$ cat src/loudness_defines.svh
`ifndef LOUDNESS_DEFINES_SVH
`define LOUDNESS_DEFINES_SVH

// Signed sample width from the codec
`define SAMPLE_W   16
`define NUM_MICS   4     // One energy lane per microphone

// Samples per angle step, power of two
`define FRAME_LEN  64
`define NUM_ANGLES 360   // Full turn, one frame per step
`define ANGLE_W    9

// Square doubles the width, the frame sum adds log2(FRAME_LEN)
`define ENERGY_W   38
// Plus log2(NUM_MICS) for the sum over lanes
`define LOUD_W     40

`endif

$ cat src/loudness_pkg.sv
`include "loudness_defines.svh"

package loudness_pkg;

    typedef logic signed [`SAMPLE_W-1:0] sample_t;      // One microphone sample
    typedef sample_t [`NUM_MICS-1:0]     mic_vec_t;     // Index m is microphone m

    typedef logic [`ENERGY_W-1:0] energy_t;             // Sum of squares of one lane
    typedef logic [`LOUD_W-1:0]   loud_t;               // Sum over all lanes
    typedef logic [`ANGLE_W-1:0]  angle_t;

    // Position of a sample inside its frame
    typedef struct packed {
        logic valid;
        logic first;    // Accumulator restarts
        logic last;     // Frame closes
    } frame_ctl_t;

    typedef enum logic [1:0] {
        IDLE = 2'd0,
        SCAN = 2'd1,
        DONE = 2'd2
    } scan_state_t;

    // Loudest angle so far
    typedef struct packed {
        angle_t angle;
        loud_t  loudness;
    } peak_t;

endpackage

$ cat src/mic_energy.sv
`timescale 1ns/100ps
`include "loudness_defines.svh"

module mic_energy import loudness_pkg::*; (
    input  logic       clk,
    input  logic       rst,
    input  frame_ctl_t ctl,
    input  sample_t    sample,
    output energy_t    energy,          // Frame energy, valid with energy_valid
    output logic       energy_valid
);

    logic [2*`SAMPLE_W-1:0] square;     // Never negative, fits unsigned
    energy_t                acc;
    energy_t                acc_next;

    // Signed product, sign-extended operands in 32-bit context
    assign square = sample * sample;

    // Restart on first so no clear cycle is needed between frames
    assign acc_next = (ctl.first ? energy_t'(0) : acc) + energy_t'(square);

    always_ff @(posedge clk) begin
        if (rst) begin
            energy_valid <= 1'b0;
        end else begin
            energy_valid <= ctl.valid && ctl.last;  // One cycle after last
        end
    end

    always_ff @(posedge clk) begin
        if (ctl.valid) begin
            acc <= acc_next;
        end
        if (ctl.valid && ctl.last) begin
            energy <= acc_next;     // Includes the closing sample
        end
    end

endmodule

$ cat config.mk
export PLATFORM = sky130hd
export DESIGN_NAME = mic_energy
export DESIGN_NICKNAME = d
export VERILOG_FILES = /design/src/loudness_pkg.sv /design/src/mic_energy.sv
export VERILOG_INCLUDE_DIRS = /design/src /design/src/src
export SDC_FILE = /design/constraint.sdc
export NUM_CORES = 1
export LEC_CHECK = 0
export ABC_AREA = 1
export BUFFER_PORTS_ARGS = -buffer_cell sky130_fd_sc_hd__buf_2
export CORE_MARGIN = 4
export CORE_UTILIZATION = 63
export DETAILED_ROUTE_END_ITERATION = 8
export PLACE_DENSITY = 0.8
export SETUP_SLACK_MARGIN = 0.2
export SYNTH_ARGS = -nofsm -noshare
export SYNTH_HDL_FRONTEND = slang
export SYNTH_SLANG_ARGS = --single-unit
$ cat constraint.sdc
create_clock -name clk -period 13.65 [get_ports clk]
set_input_delay 0.6825 -clock clk [delete_from_list [all_inputs] [get_ports clk]]
set_output_delay 0.6825 -clock clk [all_outputs]
set_load 0.01 [all_outputs]
# Yosys cells after proc, flatten, opt, wreduce, memory -nomap -nowiden

Index checks and enable logic that the tools add are counted.

Reductions and logical operators: 1
Multiply operators: 1
Mux-type cells: 1
Add/sub/neg operators: 1

Operators with widths:

| operator                                       | count |
|---|---|
| 38-bit by 32-bit adder with 38-bit output      | 1 |
| 38-bit two-way mux                             | 1 |
| 16-bit by 16-bit multiplier with 32-bit output | 1 |
| 1-bit logical AND                              | 1 |

Output and inout bits: 39
Bits in registers: 77

# Depth between registers and ports, before layout

Depth after elaboration: 2
Gate-level depth with buffers: 39
Gate-level depth less buffers: 37

# Worst setup path before layout

Ideal clock, no wire load.

Kind: input port to flip-flop
Start: in sample[3]
End: reg acc[32], data pin
Data arrival time: 6.759 ns
Path slack: 6.631 ns
Library setup time: 0.260 ns
Cell stages on the path: 28
Required time: 13.390 ns
Cells stage by stage: clkbuf_1 clkbuf_1 nand2_1 inv_1 fa_1 inv_1 fa_1 inv_1 fa_1 fa_1 fa_1 fa_1 ha_1 nand2_1 nor2_1 inv_1 nor2_1 nand3_1 nand3b_1 xor2_1 ha_1 nand2_1 inv_1 a21oi_2 nand2_1 a21oi_1 nand2_4 xor2_2

Longest elaborated chain between the ends: 2

RTL lines:

| element                                        | line             | text |
|---|---|---|
| from (decl)                                    | mic_energy.sv:8  | `input sample_t sample,` |
| 16-bit by 16-bit multiplier with 32-bit output | mic_energy.sv:18 | `assign square = sample * sample;` |
| 38-bit by 32-bit adder with 38-bit output      | mic_energy.sv:21 | `assign acc_next = (ctl.first ? energy_t'(0) : acc) + energy_t'(square);` |
| net acc_next[32]                               | mic_energy.sv:15 | `energy_t acc_next;` |
| to (signal assigned)                           | mic_energy.sv:33 | `acc <= acc_next;` |
| to (decl)                                      | mic_energy.sv:14 | `energy_t acc;` |

The timed path passes the listed nets, and every way through them passes these cells.
A chain may end at the register's enable or synchronous reset.

# Worst setup path in the final report

Start: in sample[15]
End: reg energy[33], data pin

Longest elaborated chain between the ends: 2

RTL lines:

| element                                        | line             | text |
|---|---|---|
| 16-bit by 16-bit multiplier with 32-bit output | mic_energy.sv:18 |  |
| 38-bit by 32-bit adder with 38-bit output      | mic_energy.sv:21 |  |
| net acc_next[33]                               | mic_energy.sv:15 |  |
| to (signal assigned)                           | mic_energy.sv:36 | `energy <= acc_next;` |
| to (decl)                                      | mic_energy.sv:9  | `output energy_t energy,` |

The timed path passes the listed nets, and every way through them passes these cells.

==> summary.txt <==
Status: completed
CP bufs+invs: 5
Synth Cell Area: 14960 µm²
CTS tree: built
N_diodes: 0
Worst Max-Slew Pin Slew: 0.9391 ns
Slowest stage cell, crit path: fa_1
Max-slew violation count: 0
Rel. slew slack: 37.39%
Post-DRT Antenna Nets: 0
Iter 0 DRT Violations: 951
Die area: 26270 µm²
Largest net degree at the start of global routing: 40
Top Family by Delay on Critical Path: adder cells
Post-CTS Setup Inserts: 0
Most used flip-flop cell after synthesis: edfxtp_1
Number of synthesized flops with an enable pin: 76
Number of global-route vias before repair: 12670
First-pass GRT wire length: 60.70 mm
Total gr overflow: 0
RSZ-0062 raised after global routing: no
CTS H-tree lvls: 3
Gr usage total: 28.95%
Synth cell types: 40
CP Data Arrival Time: 7.74 ns
Yosys reg bits: 77
Post-CTS Hold Fix Bufs: 0
Final setup violation count: 0
Initial antenna violation count: 0
Top Ports: 60
Worst reg2reg setup slack: 11.17 ns
Clock buffer count from CTS: 9
Initial Util: 63.91%
Async set-reset flop share out of synthesis: 0%
MaxCap Viol Count: 0
Most frequent CP cell: nand2_1
Core ar.: 23400 µm²
Cell count after synthesis: 1953
Final Cycle Share: 56.09%
DP Wirelength: 30.44 mm
Commonest non-fill, non-tap cell in the layout: inv_1
Wire per inst: 15.40 µm
Clock latency on the worst-skew pair: 0.34 ns
Share of layout cells above drive strength 1: 5.664%
Clock root buffer: clkbuf_16
Vias per std cell: 5.193
# fillers: 2087
Layout area overhead: 5.923%
Rows: 56
Yosys warns: 0
Register area share after synthesis: 15.39%
Commonest non-fill, non-tap cells in the layout: inv_1 (567), nand2_1 (499), fa_1 (237)
Hold endpoint: energy_valid
# resized after CTS: 0
Final Hold Viols: 0
Crit-path max FO: 22
Fin Setup TNS: 0 ns
WS Path Type: in2reg
Port Buf Inserts: 59
Number of clock sinks: 77
R2r worst-path depth: 13
Total iterations of the first detailed-routing run: 6
Die H: 162.1 µm
CP Launch Type: input pin
Max stage delay on crit path: 0.53 ns
Die X-Extent: 162.1 µm
Final Critical Period: 7.656 ns
Syn_nets: 2329
Worst Hold Class: in2reg
Clock buffer depth: 2
Final wirelength: 35.63 mm
Worst Hold Depth: 2
Final net count: 2366
F_max: 130.6 MHz
GP Congestion: 0.9389
CP required: 13.74 ns
Vias: 12020
R2R Path End: acc[28]
Clk_skew: 0.007966 ns
Mean Syn Cell Area: 7.658 µm²
CTS clk-pin slew, worst paths: 0.07 ns
DRC viols: 0
Finished Layout Cells: 2314
Crit end category: register
DP Cell Count: 2298
Hold Startpoint: rst
Reg-to-Reg Start: acc[0]
## synthesized netlist by cell type (2+ instances only)
master | number | area share [%]
nand3_1 | 63 | 2.1
nand3_2 | 2 | 0.13
nand2_2 | 10 | 0.42
nor3_1 | 14 | 0.47
clkbuf_1 | 34 | 0.85
clkinv_1 | 2 | 0.050
a21oi_1 | 56 | 1.9
o21bai_1 | 8 | 0.40
fa_1 | 237 | 32
edfxtp_1 | 76 | 15
nand3b_1 | 3 | 0.15
nand2_1 | 499 | 13
a21o_1 | 4 | 0.20
nor3_2 | 2 | 0.13
nor2_4 | 3 | 0.23
a21boi_0 | 2 | 0.10
o21ai_0 | 23 | 0.77
nor2_1 | 135 | 3.4
xnor2_1 | 7 | 0.41
ha_1 | 118 | 9.9
inv_1 | 567 | 14
nand4_1 | 17 | 0.71
inv_2 | 4 | 0.10
or2_2 | 3 | 0.13
nor2_2 | 6 | 0.25
xor2_1 | 43 | 2.5
a21oi_2 | 2 | 0.12
## cell type report
| type | count | area (µm²) | area share [%] |
|---|---|---|---|
| Clock buffer | 9 | 225.2 | 1.422 |
| Tap cell | 319 | 399.1 | 2.519 |
| Inverter | 574 | 2157 | 13.62 |
| Clock inverter | 7 | 90.09 | 0.5686 |
| Sequential cell | 77 | 2302 | 14.53 |
| Multi-Input combinational cell | 1267 | 10360 | 65.38 |
| Timing Repair Buffer | 61 | 310.3 | 1.959 |
## cell families after synthesis
group	share of synthesized area [%]
buf+inv	15.35
fa+ha+maj	41.59
flops	15.39
simple gates	20.95
compound gates	3.681
xor+xnor	3.037
## worst reg2reg max path, cell delays in order, from the launching register on
cell and delay (ns):
edfxtp_1 0.32, inv_1 0.04, nor2_1 0.08, ha_1 0.40, ha_1 0.37, nand2_1 0.09, nand3_1 0.10, nand3_1 0.10
nand2_2 0.15, nand3_1 0.09, nand2_1 0.14, nand2_1 0.17, nand3_1 0.12, nand2_1 0.07
## worst max-delay path by stage
| stage | depth (start not counted) | to | start | slack, ns |
|---|---|---|---|---|
| CTS | 29 | energy[33] | sample[15] | 6.08 |
| global route | 29 | energy[33] | sample[15] | 5.51 |
| global placement | 27 | acc[32] | sample[1] | 5.78 |
| finish | 29 | energy[33] | sample[15] | 5.99 |
| detailed placement | 29 | acc[33] | sample[15] | 5.75 |
| floorplan | 28 | acc[32] | sample[3] | 6.63 |
## metrics by stage
stage	instance area (µm²)	worst slack [ns]	hold slack, ns	utilization, %
global placement	15530	5.783	0.6620	66.35
finish	15840	5.994	0.4855	67.70
global route	15840	5.514	0.4987	67.70
CTS	15840	6.083	0.4837	67.70
floorplan	14960	6.631	0.6240	-
detailed placement	15530	5.747	0.6794	66.35
## routing by layer
metal / up-vias / part of all wire (%) / global-route usage, %
li1: 5786 / - / -
met5: - / 0 / 0
met2: 398 / 47 / 47.34
met1: 5751 / 44 / 40.95
met4: 0 / 2.8 / 8.651
met3: 82 / 6.4 / 3.755
## sequential cells by signal, summed over array words and instances (netlist names)
| name | flops |
|---|---|
| acc | 38 |
| energy | 38 |
| energy_valid | 1 |
Power is not shown: default switching activity piles up to over one toggle a cycle in this logic, so the estimate is an artifact.
