File: config.mk
export PLATFORM = sky130hd
export DESIGN_NAME = frame_sequencer
export DESIGN_NICKNAME = d
export VERILOG_FILES = /design/src/loudness_pkg.sv /design/src/frame_sequencer.sv
export VERILOG_INCLUDE_DIRS = /design/src /design/src/src
export SDC_FILE = /design/constraint.sdc
export NUM_CORES = 1
export LEC_CHECK = 0
export BUFFER_PORTS_ARGS = -buffer_cell sky130_fd_sc_hd__buf_2
export CAP_MARGIN = 30
export CELL_PAD_IN_SITES_DETAIL_PLACEMENT = 0
export CELL_PAD_IN_SITES_GLOBAL_PLACEMENT = 1
export CORE_MARGIN = 4
export CORE_UTILIZATION = 39
export CTS_CLUSTER_DIAMETER = 50
export DETAILED_ROUTE_END_ITERATION = 16
export PLACE_DENSITY_LB_ADDON = 0.1
export SLEW_MARGIN = 10
export SYNTH_ARGS = -nofsm -noshare
export SYNTH_HDL_FRONTEND = slang
export SYNTH_SLANG_ARGS = --single-unit
File: constraint.sdc
create_clock -name clk -period 5.1 [get_ports clk]
set_input_delay 0.51 -clock clk [delete_from_list [all_inputs] [get_ports clk]]
set_output_delay 0.51 -clock clk [all_outputs]
set_load 0.01 [all_outputs]
File: src/loudness_defines.svh
`ifndef LOUDNESS_DEFINES_SVH
`define LOUDNESS_DEFINES_SVH

// Signed sample width from the codec
`define SAMPLE_W   16
`define NUM_MICS   4     // One energy lane per microphone

// Samples per angle step, power of two
`define FRAME_LEN  64
`define NUM_ANGLES 360   // Full turn, one frame per step
`define ANGLE_W    9

// Square doubles the width, the frame sum adds log2(FRAME_LEN)
`define ENERGY_W   38
// Plus log2(NUM_MICS) for the sum over lanes
`define LOUD_W     40

`endif

File: src/loudness_pkg.sv
`include "loudness_defines.svh"

package loudness_pkg;

    typedef logic signed [`SAMPLE_W-1:0] sample_t;      // One microphone sample
    typedef sample_t [`NUM_MICS-1:0]     mic_vec_t;     // Index m is microphone m

    typedef logic [`ENERGY_W-1:0] energy_t;             // Sum of squares of one lane
    typedef logic [`LOUD_W-1:0]   loud_t;               // Sum over all lanes
    typedef logic [`ANGLE_W-1:0]  angle_t;

    // Position of a sample inside its frame
    typedef struct packed {
        logic valid;
        logic first;    // Accumulator restarts
        logic last;     // Frame closes
    } frame_ctl_t;

    typedef enum logic [1:0] {
        IDLE = 2'd0,
        SCAN = 2'd1,
        DONE = 2'd2
    } scan_state_t;

    // Loudest angle so far
    typedef struct packed {
        angle_t angle;
        loud_t  loudness;
    } peak_t;

endpackage

File: src/frame_sequencer.sv
`timescale 1ns/100ps
`include "loudness_defines.svh"

module frame_sequencer import loudness_pkg::*; (
    input  logic        clk,
    input  logic        rst,
    input  logic        start,
    input  logic        sample_valid,
    input  mic_vec_t    mics,
    input  logic        frame_stored,   // Store wrote one angle
    output frame_ctl_t  ctl,
    output mic_vec_t    mics_q,
    output angle_t      frame_angle,    // Angle of the frame that is closing
    output logic        busy,
    output logic        done
);

    localparam int CNT_W = $clog2(`FRAME_LEN);

    scan_state_t      state;
    logic [CNT_W-1:0] sample_cnt;       // Position inside the frame
    angle_t           angle_cnt;        // Current angle step
    logic             take;
    logic             last_sample;
    logic             last_angle;

    assign take        = (state == SCAN) && sample_valid;      // Strobes outside SCAN are dropped
    assign last_sample = (sample_cnt == CNT_W'(`FRAME_LEN - 1));
    assign last_angle  = (angle_cnt == `ANGLE_W'(`NUM_ANGLES - 1));

    always_ff @(posedge clk) begin
        if (rst) begin
            state      <= IDLE;
            sample_cnt <= '0;
            angle_cnt  <= '0;
            ctl        <= '0;
            busy       <= 1'b0;
            done       <= 1'b0;
        end else begin
            ctl <= '0;                  // Flags are single-cycle
            case (state)
                IDLE, DONE: begin
                    if (start) begin    // Fresh scan from angle 0
                        state      <= SCAN;
                        sample_cnt <= '0;
                        angle_cnt  <= '0;
                        busy       <= 1'b1;
                        done       <= 1'b0;
                    end else if (state == DONE && frame_stored) begin
                        done <= 1'b1;   // Last angle has landed in memory
                    end
                end
                SCAN: begin
                    if (sample_valid) begin
                        ctl.valid  <= 1'b1;
                        ctl.first  <= (sample_cnt == '0);
                        ctl.last   <= last_sample;
                        sample_cnt <= sample_cnt + 1'b1;   // Wraps at frame end
                        if (last_sample) begin
                            angle_cnt <= angle_cnt + 1'b1;
                            if (last_angle) begin
                                state <= DONE;  // Drain continues in the lanes
                                busy  <= 1'b0;
                            end
                        end
                    end
                end
                default: state <= IDLE;
            endcase
        end
    end

    // Sample and angle tag ride alongside ctl
    always_ff @(posedge clk) begin
        if (take) begin
            mics_q <= mics;
        end
        if (take && last_sample) begin
            frame_angle <= angle_cnt;   // Held until the next frame closes
        end
    end

endmodule

## Yosys cells after proc, flatten, opt, wreduce, memory -nomap -nowiden

Cells that the tools add are included.
W data, S select, Z words.

| storage, ports and cells | value |
|---|---|
| register bits after elaboration | 95 |
| input bits | 69 |
| output and inout port bits | 78 |
| word-level logic and storage cells | 60 |

| cells by class | value |
|---|---|
| $add $sub $neg | 2 |
| eq/ne operators | 8 |
| muxes and demuxes | 20 |
| bitwise logic cells | 2 |
| reductions and logical operators | 15 |

Operator list:

| kind | count |
|---|---|
| $mux W9 | 3 |
| $pmux W9 S2 | 1 |
| $mux W6 | 2 |
| $pmux W6 S2 | 1 |
| $add A9 B1 Y9 const B | 1 |
| $eq A9 B9 Y1 const B | 1 |
| $mux W2 | 4 |
| $ne A2 B2 Y1 const B | 4 |
| $reduce_and A4 Y1 | 2 |
| $add A6 B1 Y6 const B | 1 |
| $eq A6 B6 Y1 const B | 1 |
| $logic_not A6 Y1 | 1 |
| $mux W1 | 6 |
| $reduce_and A5 Y1 | 1 |
| $pmux W2 S2 | 1 |
| $reduce_bool A2 Y1 | 2 |
| $reduce_or A2 Y1 | 2 |
| $logic_and A1 B1 Y1 | 3 |
| $mux W3 | 1 |
| $reduce_and A3 Y1 | 1 |
| $reduce_or A3 Y1 | 1 |
| $eq A2 B1 Y1 const B | 1 |
| $eq A2 B2 Y1 const B | 1 |
| $logic_not A2 Y1 | 1 |
| other kinds (3) | 4 |

## Logic depth before layout (Yosys ltp)

| logic depth | value |
|---|---|
| word-level depth | 5 |
| mapped depth | 6 |
| depth with buffers taken out | 5 |

## Worst setup path after synthesis

No wires, ideal clock.

| path | value |
|---|---|
| path kind | input port to flip-flop |
| from | in sample_valid |
| to | reg sample_cnt[2] |
| setup time | 128 ps |
| arrival time | 2570 ps |
| data required time | 4972 ps |
| slack | 2403 ps |
| stages | 5 |
| buffers on the path | 0 |
| cells stage by stage | nand3b_1 -> inv_1 -> o21ai_0 -> xor2_1 -> nor2_1 |

| on the way | value |
|---|---|
| cells in the longest elaborated chain, start to end | 2 |

RTL lines:

| what | line | RTL |
|---|---|---|
| from (decl) | frame_sequencer.sv:8 | `input logic sample_valid,` |
| $ne A2 B2 Y1 (no source line) | -- |  |
| $reduce_and A3 Y1 (no source line) | -- |  |
| to (signal assigned) | frame_sequencer.sv:58 | `sample_cnt <= sample_cnt + 1'b1;` |
| to (decl) | frame_sequencer.sv:21 | `logic [CNT_W-1:0] sample_cnt;` |

Every way passes these cells.
A chain may end at the register's enable or synchronous reset.

## Final worst setup path

| path | value |
|---|---|
| from | reg sample_cnt[0] |
| to | reg angle_cnt[6] |

| on the way | value |
|---|---|
| cells in the longest elaborated chain, start to end | 3 |

RTL lines:

| what | line | RTL |
|---|---|---|
| $eq A6 B6 Y1 | frame_sequencer.sv:28 | `` assign last_sample = (sample_cnt == CNT_W'(`FRAME_LEN - 1)); `` |
| $ne A2 B2 Y1 (no source line) | -- |  |
| $reduce_and A4 Y1 (no source line) | -- |  |
| to (signal assigned) | frame_sequencer.sv:60 | `angle_cnt <= angle_cnt + 1'b1;` |
| to (decl) | frame_sequencer.sv:22 | `angle_t angle_cnt;` |

Every way passes these cells.

==> impl_results.md <==
- Outcome: complete, no violations
- Layout Nets: 416
- Post-synthesis sequential area ratio: slightly above 80%
- Leak Pwr: approximately 0.0017 uW
- Synth warnings: 0
- First drt pass iteration count: 4
- Average instance area after synthesis: about 17 um^2
- Final hold vios: 0
- Clock buffers created by TritonCTS: 9
- Number of design rule violations left after detail routing: 0
- Routed wirelength normalized by instance count: 16.6 um
- Share of final-layout standard cells stronger than drive strength 1: roughly 47%
- Pwr/cell area: ~330 mW/mm^2
- Placement Rows: 32
- IO Count: roughly 150
- Post-synthesis cell type count: 38
- Worst hold path class: input port to register
- Initial standard-cell utilization of the core: around 41%
- Register clock-pin slew on the reported worst setup and hold paths: around 90 ps
- Share of synthesized registers carrying an async set or reset: 0%
- Worst path arrival time: between 2000 and 2500 ps
- Worst Setup Path Type: register to register
- Vertical extent of the die: between 90 and 100 um
- Area share of the leading cell type in the synthesized netlist: 68.1%
- Filler cell count in the final layout: slightly below 700
- Number of enable flip-flop cells after synthesis: 73
- # clock sinks: 95
- Setup repair after global routing missed its margin: false
- Clk root buf: clkbuf_8
- Worst slew margin: a little under half
- Clock network latency to the later pin of the worst-skew pair: 340 ps
- Number of instances in the synthesized netlist: between 150 and 200
- Worst Tran Pin Value: 819 ps
- Post-layout power: 1420 uW
- Vias in the first global route: approximately 2000
- Detailed-route vias per instance: approximately 4.8
- Routed via count: 2153
- Maximum achievable frequency: between 400 and 500 MHz
- Syn nets: ~260
- Number of hold buffers added after cts: 0
- Cell area after synthesis: ~0.0032 mm^2
- # diodes: 0
- Post-CTS sizing: 0
- Max Slew Vio Count: 0
- Time the final worst path needs with I/O delays and setup: roughly 2100 ps
- Post-synthesis register bit count: between 90 and 100
- DR iter-0 viols: 65
- Worst-case vdd ir drop: around 0.00016 V
- ANT nets after route: 0
- Initial antenna violation count: 0
- First-pass GRT wire length: between 10 and 15 mm
- Maximum capacitance violations: 0
- Worst hold margin: 336 ps
- Area inside the core boundary: slightly below 0.008 mm^2
- Largest net degree at the start of global routing: 68
- Layout Area Growth over Synthesis: 32.4%
- Die extent in x: around 100 um
- Residual overflow from global routing: 0
- Number of endpoints failing setup at the final stage: 0
- Nature of the critical path endpoint: register
- Total global-route track usage: around 15%
- Type of origin of the critical path: register
- Number of cells in the design after placement: approximately 440
- Finished Layout Cells: 450
- Final RePlAce weighted congestion: between 0.7 and 0.8
- Die area: roughly 0.01 mm^2
- Routed Wire Length: approximately 7.5 mm
- Number of buffers inserted to repair setup after CTS: 0
- Maximum buffer depth of the clock tree: 2
- Detailed-placement wirelength estimate: around 5.6 mm
- WP data required: 5370 ps
- Number of port buffers: ~150
- Critical-path maximum fanout: 15
- Post-Route Skew: ~9.1 ps
- Post-synth top area cell: edfxtp_1
- Setup TNS: 0 ps
- Number of H-tree levels: 3
- Leading register cell type out of synthesis: edfxtp_1
- Final period util: about two fifths
- Most area-consuming cells after synthesis: edfxtp_1 (68%), dfxtp_1 (14%), nor2_1 (1.5%)
- Clock tree from TritonCTS: yes
[placed cells by master (no fill, tap or decap), types with 2 or more instances in the layout]
cell / instances
dfxtp_1: 22
xnor2_1: 2
or4_1: 4
ha_1: 3
buf_2: 147
clkinvlp_4: 3
o21ai_0: 3
nor3_1: 2
o211ai_1: 2
or3_1: 2
nand2_1: 6
and4_1: 2
a311oi_1: 3
o31ai_1: 4
inv_1: 6
xor2_1: 2
edfxtp_1: 73
a41o_1: 2
nor2_1: 13
a21oi_1: 9
nor2b_1: 2
clkbuf_8: 9
nand3_1: 6
and3_1: 2
[logic make-up after synthesis]
group           after synthesis  share of synthesized area, %
simple gates                 46                          7.66
xor+xnor                      4                          1.09
compound gates               30                          6.69
flops                        95                          81.8
fa+ha+maj                     3                          1.17
buf+inv                      11                          1.56
[where the power goes]
group / internal [uW] / switching (uW)
Sequential: 856 / 5.99
Clock: 226 / 252
Combinational: 35.6 / 47.8
Total: 1120 / 306
[routing by layer]
layer | GRT usage [%] | part of all wire [%]
met1 | 20.2 | 45
met2 | 23.0 | 46
met4 | 6.51 | 1.6
met5 | 0 | 0
met3 | 3.82 | 7.8
[synth_stat cells (3+ instances only)]
library cell	n
a311oi_1	3
edfxtp_1	73
o21ai_0	3
or4_1	4
nand3_1	6
ha_1	3
o31ai_1	4
nand2_1	6
a21oi_1	9
inv_1	7
nor2_1	13
dfxtp_1	22
[worst max-delay path: stages (launching register included)]
cell and delay, ps:
dfxtp_1 390, ha_1 210, nand4_1 160, a2111o_1 590, or4_1 520, a21oi_1 150
[sequential cells by signal (all words and copies together), names as in the netlist]
signal / flops
angle_cnt: 9
state: 2
busy: 1
ctl: 3
done: 1
mics_q: 64
sample_cnt: 6
frame_angle: 9
[path summary, 6_finish.rpt]
check                 from      endpoint  slack, ps  depth (start not counted)
max          sample_cnt[0]  angle_cnt[6]       3000                          5
min               mics[37]    mics_q[37]        340                          1
max reg2reg  sample_cnt[0]  angle_cnt[6]       3000                          5
min reg2reg           done          done        480                          2
[stage by stage]
step | cell area [um^2] | utilization [%] | setup WS (ps)
detailed placement | 4060 | 51.5 | 2850
finish | 4260 | 54.0 | 3000
global placement | 4060 | 51.5 | 2800
floorplan | 3220 | - | 2400
CTS | 4260 | 54.0 | 3000
global route | 4260 | 54.0 | 2820
[area by class of cell]
| cell class | instances | area (um^2) | area share [%] |
|---|---|---|---|
| Sequential cell | 95 | 2630 | 61.8 |
| Timing Repair Buffer | 148 | 743 | 17.5 |
| Multi-Input combinational cell | 83 | 534 | 12.5 |
| Tap cell | 102 | 128 | 3.00 |
| Clock buffer | 9 | 124 | 2.91 |
| Clock inverter | 6 | 70.1 | 1.65 |
| Inverter | 7 | 26.3 | 0.617 |
No activity file was read; power rests on OpenSTA's default activity.
