===== src/loudness_defines.svh =====
`ifndef LOUDNESS_DEFINES_SVH
`define LOUDNESS_DEFINES_SVH

// Signed sample width from the codec
`define SAMPLE_W   16
`define NUM_MICS   4     // One energy lane per microphone

// Samples per angle step, power of two
`define FRAME_LEN  64
`define NUM_ANGLES 360   // Full turn, one frame per step
`define ANGLE_W    9

// Square doubles the width, the frame sum adds log2(FRAME_LEN)
`define ENERGY_W   38
// Plus log2(NUM_MICS) for the sum over lanes
`define LOUD_W     40

`endif


===== src/loudness_pkg.sv =====
`include "loudness_defines.svh"

package loudness_pkg;

    typedef logic signed [`SAMPLE_W-1:0] sample_t;      // One microphone sample
    typedef sample_t [`NUM_MICS-1:0]     mic_vec_t;     // Index m is microphone m

    typedef logic [`ENERGY_W-1:0] energy_t;             // Sum of squares of one lane
    typedef logic [`LOUD_W-1:0]   loud_t;               // Sum over all lanes
    typedef logic [`ANGLE_W-1:0]  angle_t;

    // Position of a sample inside its frame
    typedef struct packed {
        logic valid;
        logic first;    // Accumulator restarts
        logic last;     // Frame closes
    } frame_ctl_t;

    typedef enum logic [1:0] {
        IDLE = 2'd0,
        SCAN = 2'd1,
        DONE = 2'd2
    } scan_state_t;

    // Loudest angle so far
    typedef struct packed {
        angle_t angle;
        loud_t  loudness;
    } peak_t;

endpackage


===== src/hex_display.sv =====
`timescale 1ns/100ps
`include "loudness_defines.svh"

module hex_display import loudness_pkg::*; (
    input  logic             clk,
    input  logic             rst,
    input  peak_t            peak,
    output logic [3:0][6:0]  hex        // Active low, segment g in bit 6
);

    logic [3:0][3:0] nib;

    // Seven-segment pattern for one hex digit
    function automatic logic [6:0] seg7(input logic [3:0] value);
        case (value)
            4'h0: return 7'b1000000;
            4'h1: return 7'b1111001;
            4'h2: return 7'b0100100;
            4'h3: return 7'b0110000;
            4'h4: return 7'b0011001;
            4'h5: return 7'b0010010;
            4'h6: return 7'b0000010;
            4'h7: return 7'b1111000;
            4'h8: return 7'b0000000;
            4'h9: return 7'b0010000;
            4'ha: return 7'b0001000;
            4'hb: return 7'b0000011;
            4'hc: return 7'b1000110;
            4'hd: return 7'b0100001;
            4'he: return 7'b0000110;
            default: return 7'b0001110;     // F
        endcase
    endfunction

    assign nib[0] = peak.angle[3:0];
    assign nib[1] = peak.angle[7:4];
    assign nib[2] = {3'b000, peak.angle[8]};            // Angle tops out at 0x167
    assign nib[3] = peak.loudness[`LOUD_W-1 -: 4];      // Coarse level, top nibble

    always_ff @(posedge clk) begin
        for (int d = 0; d < 4; d++) begin
            hex[d] <= rst ? seg7(4'h0) : seg7(nib[d]);  // Shows zeros out of reset
        end
    end

endmodule


===== config.mk =====
export PLATFORM = sky130hd
export DESIGN_NAME = hex_display
export DESIGN_NICKNAME = d
export VERILOG_FILES = /design/src/loudness_pkg.sv /design/src/hex_display.sv
export VERILOG_INCLUDE_DIRS = /design/src /design/src/src
export SDC_FILE = /design/constraint.sdc
export NUM_CORES = 1
export LEC_CHECK = 0
export BUFFER_PORTS_ARGS = -buffer_cell sky130_fd_sc_hd__buf_4
export CORE_MARGIN = 8
export CORE_UTILIZATION = 44
export DETAILED_ROUTE_END_ITERATION = 8
export GPL_TIMING_DRIVEN = 0
export MAX_ROUTING_LAYER = met4
export PLACE_DENSITY = 0.8
export SLEW_MARGIN = 20
export SYNTH_ARGS = -nofsm -noshare
export SYNTH_HDL_FRONTEND = slang
export SYNTH_SLANG_ARGS = --single-unit

===== constraint.sdc =====
create_clock -name clk -period 1.6 [get_ports clk]
set_clock_uncertainty 0.1 [all_clocks]
set_input_delay 0.24 -clock clk [delete_from_list [all_inputs] [get_ports clk]]
set_output_delay 0.24 -clock clk [all_outputs]
set_load 0.02 [all_outputs]

## Word level (Yosys, flattened, before mapping)

Memories as Yosys holds them, arrays and structs flattened. A register that Yosys moved wholly into a read port is not among the register bits.
Cells that the tools add are included.

- Bits of input ports: 51
- Memories: 4
- Register bits: 0
- Word-level logic and storage cells: 4
- Memory bits (read-only): 448
- Output and inout port bits: 28

Memories:

| memory | depth | bits a word | rd ports | clocked after Yosys merged registers in | wr ports | RTL line | RTL |
|---|---|---|---|---|---|---|---|
| (name not given) | 16 | 7 | 1 | 1 | 0 | hex_display.sv:15 | `case (value)` |
| (name not given) | 16 | 7 | 1 | 1 | 0 | hex_display.sv:15 |  |
| (name not given) | 16 | 7 | 1 | 1 | 0 | hex_display.sv:15 |  |
| (name not given) | 16 | 7 | 1 | 1 | 0 | hex_display.sv:15 |  |

## Longest topological paths before layout

Gate-level depths: netlist (run 1).

- Word-level depth: 0
- Mapped depth: 5

## Worst setup path after synthesis (run 1)

OpenSTA, ideal clock, no wires.

- Kind: input -> register
- Start point: input port peak[44] (netlist name)
- End point: register hex[13] (netlist name)
- Slack: 0.358 ns
- Cell stages on the path: 4
- Arrival: 1.020 ns
- Cells stage by stage: inv_1 -> ha_1 -> mux2_2 -> a221o_1

RTL lines:

| what | RTL line | RTL |
|---|---|---|
| start, declared | hex_display.sv:7 | `input peak_t peak,` |
| end, declared | hex_display.sv:8 | `output logic [3:0][6:0] hex` |

==> summary.txt, run 1 <==
Pwr
  • Power share of the combinational group: 0.284
  • Leakage Power: 0.842 nW
  • Clock power share: 0.244
  • VDD IR max: roughly 0.36 mV
  • PwrDens: a little over 700 mW/mm^2
  • Internal Power: roughly 0.0009 W
  • P_sw: approximately 0.00037 W
  • Sw Ratio: 0.297
  • Sequential power share: 0.473

Yosys
  • Top-count cell post-synth: dfxtp_1
  • Ys async rst share: 0
  • Synth Cell Area: around 0.0014 sq mm
  • Post-synth EDFFs: 0
  • Synth top area cells: dfxtp_1 (32%), ha_1 (19%), a211oi_1 (7.6%)
  • Most frequent cells after synthesis: dfxtp_1 (22), ha_1 (21), a211oi_1 (14)
  • Cells after synthesis: roughly 150
  • Synth area leader: dfxtp_1
  • Synth Flop Type: dfxtp_1
  • Post-synth top area share: 0.320
  • Seq/Total Area, Yosys: 0.320
  • Yosys reg bits: 22
  • Synthesized area per cell: around 9.4 sq um
  • Yosys cell types: 28
  • Warnings, synthesis: 0

Floorplan
  • Num ports: 79
  • Die Y-Extent: 71.9 microns
  • Core outline area: 0.00300 sq mm
  • Row count: 20
  • Die X-Extent: about 70 microns
  • Die area: 0.00517 sq mm
  • Initial core utilization: 0.458

STA
  • Final setup viols: 0
  • Fin crit period: approximately 1.3 ns
  • RSZ-0062 raised after global routing: false
  • Fmax: between 0.7 and 0.8 GHz
  • Setup_tns: 0 ns
  • Tcrit/Tclk final: 0.809
  • Final Slew Violations: 0
  • Worst Hold Slack: 0.0200 ns
  • Final Hold Fails: 0

Worst hold path
  • Worst Hold Launch: rst
  • Min-Delay Path Class: primary input to register
  • WHS Path Cells: 2
  • Hold Path Sink: hex[18]

Cells and area
  • Top Registers: hex (22)
  • FF+latch area: roughly 440 sq um
  • Antenna Cells: 0
  • Fill cells: between 200 and 300
  • Multi-input logic area: 805 sq um
  • Max reg flops: 22
  • Layout cell share with drive strength beyond 1: 0.303
  • Final-stage net count: 261
  • Area Growth Syn to Fin: 26.1%
  • Register name with the most flops: hex

Worst setup path
  • Delay-heaviest family, CP: flip-flops
  • Setup CP Type: register to output port
  • CP Cell Sequence: buf_4 -> buf_4
  • Data required time of the worst path: between 1 and 1.5 ns
  • Crit path depth: 2
  • CP peak stage delay: around 0.40 ns
  • Critical Path Most Common Cell: buf_4
  • WP buf/inv: 2
  • CP endpoint kind: output port
  • Max Fanout on Critical Path: 4
  • Kind of start point of the critical path: register
  • Crit-path slowest cell: dfxtp_1
  • Arrival @ worst endpoint: between 0.9 and 1 ns

Global route
  • Vias in the first global route: 1106
  • Gr ovfl total: 0
  • GRT Util Overall: 0.115
  • Initial antenna violation count: 0
  • First-pass GRT wire length: between 4 and 5 mm
  • Pin count of the biggest net entering global routing: 13

Clocking
  • # clock sinks: 22
  • CTS tree: built
  • H-tree Lvls: 1
  • # Post-CTS Setup Buffers: 0
  • Clock Root Buffer: clkbuf_4
  • Num CTS Buffers: 3
  • Clk pin slew, worst setup/hold paths: ~0.13 ns
  • Clock Path Buffers: 2
  • CTS Hold Bufs: 0
  • Post-CTS sizing: 0

Detailed routing
  • DRC violation count after routing: 0
  • Final wirelength: about 3.0 mm
  • Via/cell ratio: ~5.2
  • Routed WL per cell: around 13 microns
  • Antenna-violating nets left: 0
  • Via count: ~1100
  • Drt first pass iters: 4
  • Initial DRC Count: 24

Outcome
  • Status: complete, no violations

Run
  • Max Cap Viol: 0

Placement
  • Buffers on Ports: 37
  • DP Wirelength: 2.39 mm
  • Placer congestion estimate: between 0.8 and 0.9
[power groups by stage]
stage / registers [W] / clock network, W / logic (W)
6_report: 0.000595 / 0.000307 / 0.000357
5_1_grt: 0.000599 / 0.000337 / 0.000391
4_1_cts: 0.000596 / 0.000311 / 0.000359
3_5_place_dp: 0.000608 / 0 / 0.000359
3_3_place_gp: 0.000607 / 0 / 0.000348
2_1_floorplan: 0.000654 / 0 / 0.000175
[metal layers]
metal  global-route usage  share of wire
met1                0.116           0.42
met3               0.0399          0.076
met2                0.211           0.50
met4               0.0204         0.0027
met5                    -              0
[layout by cell type, fill, tap and decap left out, types with 4 or more instances in the layout]
master    count
nor2b_1       5
mux2i_1       6
nand3b_1      4
clkbuf_1      5
mux2_2        4
buf_4        45
a211oi_1     14
nor3_1        4
a21oi_1      10
nand2_1       6
dfxtp_1      22
ha_1         21
inv_1         6
nor2_1       10
[kinds of logic after synthesis]
kind of cell | after synthesis | synth area share
flip-flops | 22 | 0.320
adder cells (fa/ha/maj) | 21 | 0.191
AND/OR/NAND/NOR | 35 | 0.134
multiplexers | 11 | 0.0873
other | 2 | 0.00546
buffers and inverters | 22 | 0.0982
AO/OA/AOI/OAI | 33 | 0.165
[per-stage QoR]
stage	setup WS (ns)	instance area (sq um)	instances	utilization	power [W]
after floorplan	0.358	1380	147	-	0.000829
after global placement	0.173	1700	217	0.566	0.000955
after detailed placement	0.146	1700	217	0.566	0.000967
after CTS	0.291	1740	221	0.578	0.00127
after global routing	0.256	1740	221	0.578	0.00133
final	0.306	1740	221	0.578	0.00126
[worst max-delay path by stage]
stage              from  endpoint  slack, ns
5_1_grt         hex[18]   hex[19]       0.26
2_1_floorplan  peak[44]   hex[13]       0.36
3_3_place_gp   peak[44]   hex[13]       0.17
6_report        hex[18]   hex[19]       0.31
4_1_cts         hex[18]   hex[18]       0.29
3_5_place_dp   peak[44]   hex[13]       0.15
[final cells by class]
cell class / count / share of cell area
Clock buffer: 4 / 0.0209
Buffer: 16 / 0.0649
Tap cell: 33 / 0.0238
Sequential cell: 22 / 0.254
Inverter: 6 / 0.0130
Multi-Input combinational cell: 103 / 0.464
Timing Repair Buffer: 37 / 0.160
Note: power is estimated with default switching activity, not from simulation.
==> run 2: changes to the inputs <==
clock period = 1.35 ns   (was 1.6 ns; I/O delays follow)
==> summary.txt, run 2 (synthesized netlist as in run 1, its figures left out) <==
Detailed routing
  • Antenna-violating nets left: 0
  • Routed WL per cell: ~13 microns
  • Initial DRC Count: 56
  • DRC violation count after routing: 0
  • Final wirelength: around 3.0 mm
  • Via count: 1144
  • Drt first pass iters: 4
  • Via/cell ratio: slightly above 5

STA
  • RSZ-0062 raised after global routing: false
  • Fin crit period: 1.31 ns
  • Final setup viols: 0
  • Fmax: roughly 0.76 GHz
  • Final Slew Violations: 0
  • Final Hold Fails: 0
  • Tcrit/Tclk final: 0.972
  • Setup_tns: 0 ns

Pwr
  • Leakage Power: about 0.85 nW
  • VDD IR max: roughly 0.42 mV
  • PnR Total Power: 0.00150 W
  • PwrDens: 857 mW/mm^2

Floorplan
  • Die X-Extent: 71.9 microns
  • Row count: 20
  • Die area: ~0.0052 sq mm
  • Num ports: a little under 80
  • Core outline area: ~0.003 sq mm
  • Die Y-Extent: 71.9 microns
  • Initial core utilization: 0.458

Outcome
  • Status: complete, no violations

Worst hold path
  • Min-Delay Path Class: primary input to register
  • WHS Path Cells: 2

Cells and area
  • Fill cells: 274
  • Register name with the most flops: hex
  • Design area: between 0.0015 and 0.002 sq mm
  • Commonest cells after routing, fill and taps aside: buf_4 (45), dfxtp_1 (22), ha_1 (21), a211oi_1 (14)
  • Fin cells: 222
  • Commonest non-fill, non-tap cell in the layout: buf_4
  • Max reg flops: 22
  • Final-stage net count: about 260
  • Layout cell share with drive strength beyond 1: 0.307
  • Area Growth Syn to Fin: 26.9%
  • Top Registers: hex (22)
  • Antenna Cells: 0

Clocking
  • H-tree Lvls: 1
  • Clock Path Buffers: 2
  • Clk pin slew, worst setup/hold paths: 0.13 ns
  • # clock sinks: 22
  • Clock Root Buffer: clkbuf_4
  • CTS tree: built
  • # Post-CTS Setup Buffers: 0
  • Num CTS Buffers: 3

Global route
  • GRT Util Overall: 0.116
  • First-pass GRT wire length: about 4.9 mm
  • Vias in the first global route: roughly 1100
  • Gr ovfl total: 0
  • Pin count of the biggest net entering global routing: 13
  • Initial antenna violation count: 0

Worst setup path
  • Kind of start point of the critical path: primary input
  • Crit-path slowest cell: dlygate4sd3_1
  • CP peak stage delay: ~0.55 ns
  • Data required time of the worst path: between 1 and 1.5 ns
  • Max Fanout on Critical Path: 5
  • CP Cell Sequence: dlygate4sd3_1 -> buf_4 -> or4b_1 -> o31ai_1
  • Setup CP Type: primary input to register
  • Arrival @ worst endpoint: approximately 1.4 ns
  • CP endpoint kind: register

Run
  • Max Cap Viol: 0

Placement
  • DP Wirelength: between 2 and 2.5 mm
  • Post-placement cell count: about 220
  • Placed Area: between 0.0015 and 0.002 sq mm
  • Buffers on Ports: 37
  • Placer congestion estimate: 0.865
run 2: cell count changes in the layout (fill, tap and decap cells not counted):
cell,before,now
clkbuf_2,0,1
clkbuf_1,5,4
dlygate4sd3_1,0,1
run 2: path summary, 6_finish.rpt:
check | start | end | slack [ns]
worst max-delay path | rst | hex[11] | 0.04
worst min-delay path | peak[48] | hex[18] | 0.03
run 2: area by class of cell:
class | instances | area, sq um | share of cell area
multi-input cells | 103 | 805 | 0.461
flip-flops and latches | 22 | 440 | 0.252
inverters | 6 | 22.5 | 0.0129
repair buffers | 38 | 288 | 0.165
plain buffers | 16 | 114 | 0.0652
well taps | 33 | 41.3 | 0.0236
clock buffers | 4 | 36.3 | 0.0208
run 2: per-layer routing:
metal / share of wire / up-vias / wire length (microns) / global-route usage
met3: 0.075 / 2 / 225 / 0.0399
met2: 0.50 / 38 / 1490 / 0.213
met1: 0.42 / 520 / 1260 / 0.117
met5: 0 / - / 0 / -
met4: 0.0027 / 0 / 8 / 0.0204
li1: - / 584 / - / -
run 2: power breakdown:
group	switching (W)	internal [W]
Combinational	0.000231	0.000196
Sequential	0.0000130	0.000693
Clock	0.000200	0.000164
run 2: metrics by stage:
stage	hold WS [ns]	setup slack (ns)	util
floorplan	0.174	0.146	-
detailed placement	0.315	-0.0663	0.566
finish	0.0315	0.0382	0.582
global route	0.0248	0.00753	0.582
CTS	0.0405	0.0485	0.581
global placement	0.304	-0.0397	0.566
run 2: timing repair:
item / in CTS / in global routing
resized for setup: 0 / 2
hold endpoints to repair: 1 / 0
hold buffers: 1 / 0
setup endpoints to repair: 0 / 3
run 2: critical path, delay by kind of cell:
family                 cells  cell delay [ns]
AOI/OAI and AO/OA          1             0.08
and+or+nand+nor            1             0.46
buffers and inverters      2             0.70
==> run 3: changes to the inputs <==
CORE_ASPECT_RATIO = 1.5   (was default)
==> summary.txt, run 3 (synthesized netlist as in run 1, its figures left out) <==
Outcome
  • Status: complete, no violations

Detailed routing
  • Via/cell ratio: about 5.3
  • DRT met1 WL: 1.02 mm
  • Initial DRC Count: 51
  • Final wirelength: roughly 3.2 mm
  • Max Used Layer: met4
  • Antenna-violating nets left: 0
  • DRC violation count after routing: 0
  • Routed WL per cell: around 14 microns
  • Via count: between 1000 and 1500
  • Metal3 WL: ~220 microns
  • Drt first pass iters: 6
  • Routed wl met2: about 1.9 mm

Clocking
  • H-tree Lvls: 1
  • Post-CTS sizing: 0
  • Clk pin slew, worst setup/hold paths: 0.07 ns
  • CTS tree: built
  • Clock Root Buffer: clkbuf_8
  • # Post-CTS Setup Buffers: 0
  • Clock Path Buffers: 2
  • # clock sinks: 22
  • Num CTS Buffers: 3
  • CTS Hold Bufs: 0

Floorplan
  • Core outline area: between 0.003 and 0.004 sq mm
  • Die Y-Extent: around 85 microns
  • Row count: 25
  • Die area: 0.00521 sq mm
  • Initial core utilization: 0.449
  • Num ports: 79
  • Die X-Extent: between 60 and 70 microns

Cells and area
  • Max reg flops: 22
  • Register name with the most flops: hex
  • Antenna Cells: 0
  • Area Growth Syn to Fin: 27.1%
  • Final-stage net count: roughly 260
  • Commonest cells after routing, fill and taps aside: buf_4 (45), dfxtp_1 (22), ha_1 (21), a211oi_1 (14)
  • FF+latch area: between 400 and 500 sq um
  • Fill cells: 273
  • Commonest non-fill, non-tap cell in the layout: buf_4
  • Fin cells: 227
  • Layout cell share with drive strength beyond 1: 0.299
  • Multi-input logic area: 805 sq um
  • Top Registers: hex (22)

Worst setup path
  • Crit-path slowest cell: dfxtp_1
  • Critical Path Most Common Cell: buf_4
  • CP Cell Sequence: buf_4 -> buf_4
  • CP peak stage delay: around 0.38 ns
  • Kind of start point of the critical path: register
  • Arrival @ worst endpoint: ~0.9 ns
  • Data required time of the worst path: 1.05 ns
  • Max Fanout on Critical Path: 4
  • CP endpoint kind: output port
  • Setup CP Type: register to output port

Global route
  • GRT Util Overall: 0.134
  • Pin count of the biggest net entering global routing: 12
  • Initial antenna violation count: 0
  • Vias in the first global route: about 1200
  • First-pass GRT wire length: ~5.3 mm
  • Gr ovfl total: 0

STA
  • Tcrit/Tclk final: 0.879
  • Final setup viols: 0
  • Setup_tns: 0 ns
  • RSZ-0062 raised after global routing: false
  • Fin crit period: 1.19 ns
  • Final Hold Fails: 0
  • Final Slew Violations: 0
  • Fmax: about 0.84 GHz

Placement
  • Buffers on Ports: 37
  • Placer congestion estimate: a little under 0.9
  • DP Wirelength: about 2.6 mm
  • Post-placement cell count: 224

Pwr
  • VDD IR max: just over 0.4 mV
  • PwrDens: roughly 880 mW/mm^2
  • Leakage Power: around 0.84 nW

Worst hold path
  • Min-Delay Path Class: primary input to register

Run
  • Max Cap Viol: 0
[run 3: routing by layer]
| metal | track usage | up-vias |
|---|---|---|
| met4 | 0.0938 | 0 |
| li1 | - | 581 |
| met3 | 0.0138 | 11 |
| met5 | - | - |
| met1 | 0.112 | 561 |
| met2 | 0.250 | 48 |
[run 3: critical path: cells and delay by family, from the launching register on]
| family | cells | cell delay (ns) |
|---|---|---|
| buf+inv | 2 | 0.24 |
| flops | 1 | 0.38 |
[run 3: cell type report]
cell class / instances / area share
buffer: 16 / 0.0644
clock buffer: 3 / 0.0236
tap: 40 / 0.0286
timing repair buffer: 37 / 0.159
sequential: 22 / 0.252
inverter: 6 / 0.0129
multi-input combinational: 103 / 0.460
[run 3: power by group]
group | switching, W | internal [W] | total [W]
registers | 0.0000135 | 0.000693 | 0.000706
logic | 0.000236 | 0.000194 | 0.000430
clock network | 0.000197 | 0.000199 | 0.000396
total | 0.000447 | 0.00109 | 0.00153
[run 3: worst paths after layout]
path    start      end  slack, ns  cells past startpoint
max   hex[18]  hex[19]       0.16                      2
min       rst  hex[18]       0.03                      2
[run 3: per-stage QoR]
step,cell area (sq um),worst slack [ns],total power (W),utilization,hold WS [ns]
floorplan,1380,0.146,0.000983,-,0.174
global placement,1710,-0.0440,0.00113,0.557,0.304
detailed placement,1710,-0.0856,0.00115,0.557,0.305
CTS,1750,0.152,0.00154,0.571,0.0289
global route,1750,0.0952,0.00160,0.571,0.0383
finish,1750,0.164,0.00153,0.571,0.0308
